--- src/common/dcache_pkg.sv ---
package dcache_pkg;

  // --------------------------------------------------------------------------
  // Cache geometry
  // --------------------------------------------------------------------------
  localparam int dcache_ways        = 2;
  localparam int dcache_banks       = 4;
  localparam int dcache_bank_bytes  = 4;
  localparam int dcache_index_width = 6;
  localparam int dcache_tag_width   = 22;
  localparam int dcache_sets        = 2 ** dcache_index_width;

  // Derived widths
  localparam int dcache_addr_width      = 32;
  localparam int dcache_word_width      = dcache_bank_bytes * 8;
  localparam int dcache_line_width      = dcache_banks * dcache_word_width;
  localparam int dcache_bank_sel_width  = $clog2(dcache_banks);
  localparam int dcache_byte_sel_width  = $clog2(dcache_bank_bytes);

  // --------------------------------------------------------------------------
  // Width types
  // --------------------------------------------------------------------------
  typedef logic [dcache_tag_width-1:0]   dcache_tag_t;
  typedef logic [dcache_index_width-1:0] dcache_index_t;
  typedef logic [dcache_line_width-1:0]  dcache_line_t;
  typedef logic                          dcache_way_t;

  // Address seen two ways
  // raw word from the core, or split into lookup fields
  //   | tag 31:10 | index 9:4 | bank 3:2 | byte 1:0 |
  typedef union packed {
    logic [dcache_addr_width-1:0] raw;
    struct packed {
      dcache_tag_t                      tag;
      dcache_index_t                    index;
      logic [dcache_bank_sel_width-1:0] bank;
      logic [dcache_byte_sel_width-1:0] byte_off;
    } f;
  } dcache_addr_u;

endpackage : dcache_pkg

--- src/rtl/dcache_hit_select.sv ---
module dcache_hit_select (
  input  logic                                                  clk,
  input  logic                                                  reset_i,
  input  logic [1:0]                                            accept_q_i,
  input  dcache_pkg::dcache_addr_u [1:0]                        addr_q_i,
  input  dcache_pkg::dcache_tag_t [1:0][dcache_pkg::dcache_ways-1:0] tag_i,
  input  logic [1:0][dcache_pkg::dcache_ways-1:0]               valid_i,
  input  logic [1:0][dcache_pkg::dcache_ways-1:0][dcache_pkg::dcache_word_width-1:0] bank_data_i,
  output logic [1:0]                                            rsp_valid_o,
  output logic [1:0]                                            rsp_hit_o,
  output logic [1:0][dcache_pkg::dcache_word_width-1:0]         rsp_data_o
);

  import dcache_pkg::*;

  logic [1:0][dcache_ways-1:0]       hit_way;
  logic [1:0]                        hit;
  logic [1:0][dcache_word_width-1:0] word;

  // Tag compare per port and way
  for (genvar p = 0; p < 2; p++) begin : g_port
    for (genvar w = 0; w < dcache_ways; w++) begin : g_way
      assign hit_way[p][w] = valid_i[p][w] && (tag_i[p][w] == addr_q_i[p].f.tag);
    end
    assign hit[p] = |hit_way[p];
  end

  // OR of the hitting way, zero on a miss
  always_comb begin
    word = '0;
    for (int p = 0; p < 2; p++) begin
      for (int w = 0; w < dcache_ways; w++) begin
        if (hit_way[p][w]) begin
          word[p] = word[p] | bank_data_i[p][w];
        end
      end
    end
  end

  // Response stage
  always_ff @(posedge clk) begin
    if (reset_i) begin
      rsp_valid_o <= '0;
      rsp_hit_o   <= '0;
    end else begin
      rsp_valid_o <= accept_q_i;
      rsp_hit_o   <= accept_q_i & hit;
    end
  end

  always_ff @(posedge clk) begin
    rsp_data_o <= word;
  end

  // Writer picks the way, same tag twice in one set would break this
  a_one_hit : assert property (@(posedge clk) disable iff (reset_i)
    (accept_q_i[0] |-> $onehot0(hit_way[0])) and (accept_q_i[1] |-> $onehot0(hit_way[1])));

endmodule : dcache_hit_select

--- config.mk ---
export PLATFORM = sky130hd
export DESIGN_NAME = dcache_hit_select
export DESIGN_NICKNAME = d
export VERILOG_FILES = /design/src/common/dcache_pkg.sv /design/src/rtl/dcache_hit_select.sv
export SDC_FILE = /design/constraint.sdc
export NUM_CORES = 1
export LEC_CHECK = 0
export ABC_AREA = 1
export CAP_MARGIN = 20
export CORE_AREA = 2 2 137 139
export CTS_CLUSTER_SIZE = 24
export DETAILED_ROUTE_END_ITERATION = 10
export DIE_AREA = 0 0 139 141
export DONT_BUFFER_PORTS = 1
export GPL_TIMING_DRIVEN = 0
export SETUP_SLACK_MARGIN = 0.4
export SYNTH_ARGS = -nofsm -noshare
export SYNTH_HDL_FRONTEND = slang
export SYNTH_SLANG_ARGS = --single-unit
--- constraint.sdc ---
create_clock -name clk -period 0.91 [get_ports clk]
set_input_delay 0.0455 -clock clk [delete_from_list [all_inputs] [get_ports clk]]
set_output_delay 0.0455 -clock clk [all_outputs]
set_load 0.03 [all_outputs]
==> results.toml <==
[synth]
ys_seq_area_frac = 0.303
synth_seq_cells = 68
async_flop_share = 0
synth_edf_count = 0
yosysWarningCount = 0
synth_top_area_cell = "dfxtp_1"
avgSynthCellArea_um2 = 6.37
synth_top_area_share = 0.303
synth.distinct_cells = 20
synth_nets = 994
synth_area_mm2 = 0.00450
synthTopCellsByCount = "nand2_1, inv_1, dfxtp_1"
syn_inst = 706
synthTopCellsByArea = "dfxtp_1, nand2_1, inv_1, o21ai_2, nand4_1"
synth_flop_cell = "dfxtp_1"
synth.most_common_cell = "nand2_1"

[clocking]
clockRootBuffer = "clkbuf_16"
cts_htree_levels = 3
postCtsHoldBufs = 102
cts_tree = "done"
clk_pin_slew_worst_paths_ps = 60
clock-sinks = 68
clockBufferDepth = 2
cts_buffers = 9

[sta]
worstMarginPinSlew_ps = 256
fin_crit_sh = 0.938
fmax_mhz = 1170
period_minus_slack_ps = 854
fin_hold_ws_ps = -126
hold_viol = 26
relSlewSlack = 0.829
rsz0062_at_grt = "true"
final_max_slew_viol_count = 0
setup_viol = 0

[critical_path]
end_kind = "flip-flop"
cpPeakStageDelay_ps = 170
cp_cell_sequence = "inv_12, nand2_2, nand2_1, nor2_1, nand2_1, nor2_4, nand3_4, buf_6, buf_12, o21ai_4"
arrival_ps = 1110
cp-start-kind = "input port"
worstPathRequired_ps = 1160
cpMostUsedCell = "nand2_1"
critPathMaxFanout = 6
cpMaxStageDelayCell = "nand3_4"
crit_type = "in -> reg"

[global_routing]
grt_use_total = 0.183
grt_pass1_vias = 5208
antenna_found_initial = 1
grt_pass1_wl_um = 27600
grt_start_max_net_pins = 13
overflow = 0

[die]
die_w_um = 139
core_area_mm2 = 0.0183
die-area_mm2 = 0.0196
start_util = 0.246
ios = 356
fp-row-count = 50
dieHeight_um = 141

[route]
drc_errors = 0
drt_iter0_markers = 254
viasPerCell = 4.67
final_antenna_net_count = 0
avgRoutedWirePerCell_um = 17.7
route.vias.total = 5142
routed_wirelength_um = 19500
drt-pass1-iter-count = 4

[worst_hold_path]
hp-class = "in -> reg"
hold-path-endpoint = "rsp_data_o[17]$_DFF_P_"
holdCritStartpoint = "bank_data_i[49]"
whs_path_depth = 2

[placement]
post-place-cells = 940
gp_congestion = 0.905
portBuffers = 0
place_area_mm2 = 0.00486
hpwlAfterDp_um = 13000

[run_status]
status = "complete, but fails checks"
violations = "negative hold slack"

[cells_and_area]
nets = 1149
drive_above_1_share = 0.415
syn2layout_area_growth_pct = 71.6
utilization = 0.422
design_area_mm2 = 0.00771
multiInputGateArea_mm2 = 0.00268
layout.cells.non_filler = 1101
fill_cells = 1687
final-seq-area_mm2 = 0.00162

[run]
max-cap-violations = 0

[pwr]
total_power_mw = 7.83
p_leak_nw = 3.66
peakVddDrop_uv = 858
power.density_mw_per_mm2 = 1020
[area by class of cell]
| type | count | share of cell area |
|---|---|---|
| antenna | 1 | 0.000324 |
| buffer | 24 | 0.0440 |
| clock buffer | 11 | 0.0315 |
| clock inverter | 5 | 0.00795 |
| inverter | 175 | 0.110 |
| multi-input combinational | 439 | 0.347 |
| sequential | 68 | 0.210 |
| tap | 234 | 0.0380 |
| timing repair buffer | 144 | 0.211 |
[worst max-delay path by stage]
stage,slack (ps),end,start
2_1_floorplan,20,rsp_data_o[54]$_DFF_P_,addr_q_i[60]
5_1_grt,-1,rsp_data_o[49]$_DFF_P_,addr_q_i[42]
6_report,60,rsp_data_o[11]$_DFF_P_,addr_q_i[26]
3_5_place_dp,-330,rsp_data_o[56]$_DFF_P_,tag_i[81]
3_3_place_gp,-310,rsp_data_o[56]$_DFF_P_,tag_i[77]
4_1_cts,70,rsp_data_o[57],rsp_data_o[57]$_DFF_P_
[stage by stage]
stage	worst slack [ps]	hold WS (ps)	TNS (ps)
5_1_grt	-1.19	-131	-1.19
2_1_floorplan	24.0	171	0
6_report	56.5	-126	0
3_3_place_gp	-312	194	-12920
4_1_cts	66.7	-142	0
3_5_place_dp	-334	191	-14510
[power by group]
part	switching [mW]	internal [mW]
Combinational	0.672	0.746
Clock	1.42	2.20
Sequential	0.0116	2.78
Total	2.10	5.73
[worst max-delay path, delay by kind of cell]
kind / cells / cell delay (ps)
and+or+nand+nor: 6 / 600
AOI/OAI and AO/OA: 1 / 140
buffers and inverters: 3 / 320
[layout by cell type, fill, tap and decap left out, types with 2 or more instances in the layout]
cell	n
nand2_1	159
inv_1	126
dlygate4sd3_1	102
dfxtp_4	68
nand4_1	64
o21ai_2	63
nand2_2	43
nor2_1	30
buf_6	27
inv_2	18
nor2_2	16
nand2_4	15
o21ai_1	12
inv_8	12
buf_12	12
nor2_4	10
clkbuf_16	10
buf_8	9
buf_4	9
inv_4	8
xnor2_1	7
inv_6	7
o21ai_4	6
buf_16	6
inv_12	4
nand3_1	3
nand3_4	3
clkinvlp_4	3
o21ai_0	2
nand3_2	2
buf_2	2
[cell families after synthesis]
| family | after synthesis | synth area share |
|---|---|---|
| AO/OA/AOI/OAI | 85 | 0.146 |
| flip-flops | 68 | 0.303 |
| XOR/XNOR | 9 | 0.0175 |
| AND/OR/NAND/NOR | 345 | 0.345 |
| buffers and inverters | 199 | 0.188 |
[state kept, by name, indices dropped and copies added, names as in the netlist]
register     count
rsp_data_o      64
rsp_valid_o      2
rsp_hit_o        2
[routing by layer]
metal / wire length (um) / GRT usage / share of wire / vias to the layer above
met5: 0 / 0 / 0 / -
met4: 781 / 0.0978 / 0.040 / 0
met3: 1810 / 0.0639 / 0.093 / 60
met2: 10300 / 0.339 / 0.53 / 351
met1: 6630 / 0.180 / 0.34 / 2254
li1: - / - / - / 2477
[timing repair]
action | in CTS | in global routing
pin swaps | 54 | 76
gates resized for setup | 255 | 143
gates cloned | 13 | 3
setup buffers | 19 | 7
endpoints found under the hold margin | 66 | 24
endpoints found under the setup margin | 134 | 135
Power figures use the tool's default switching activity.
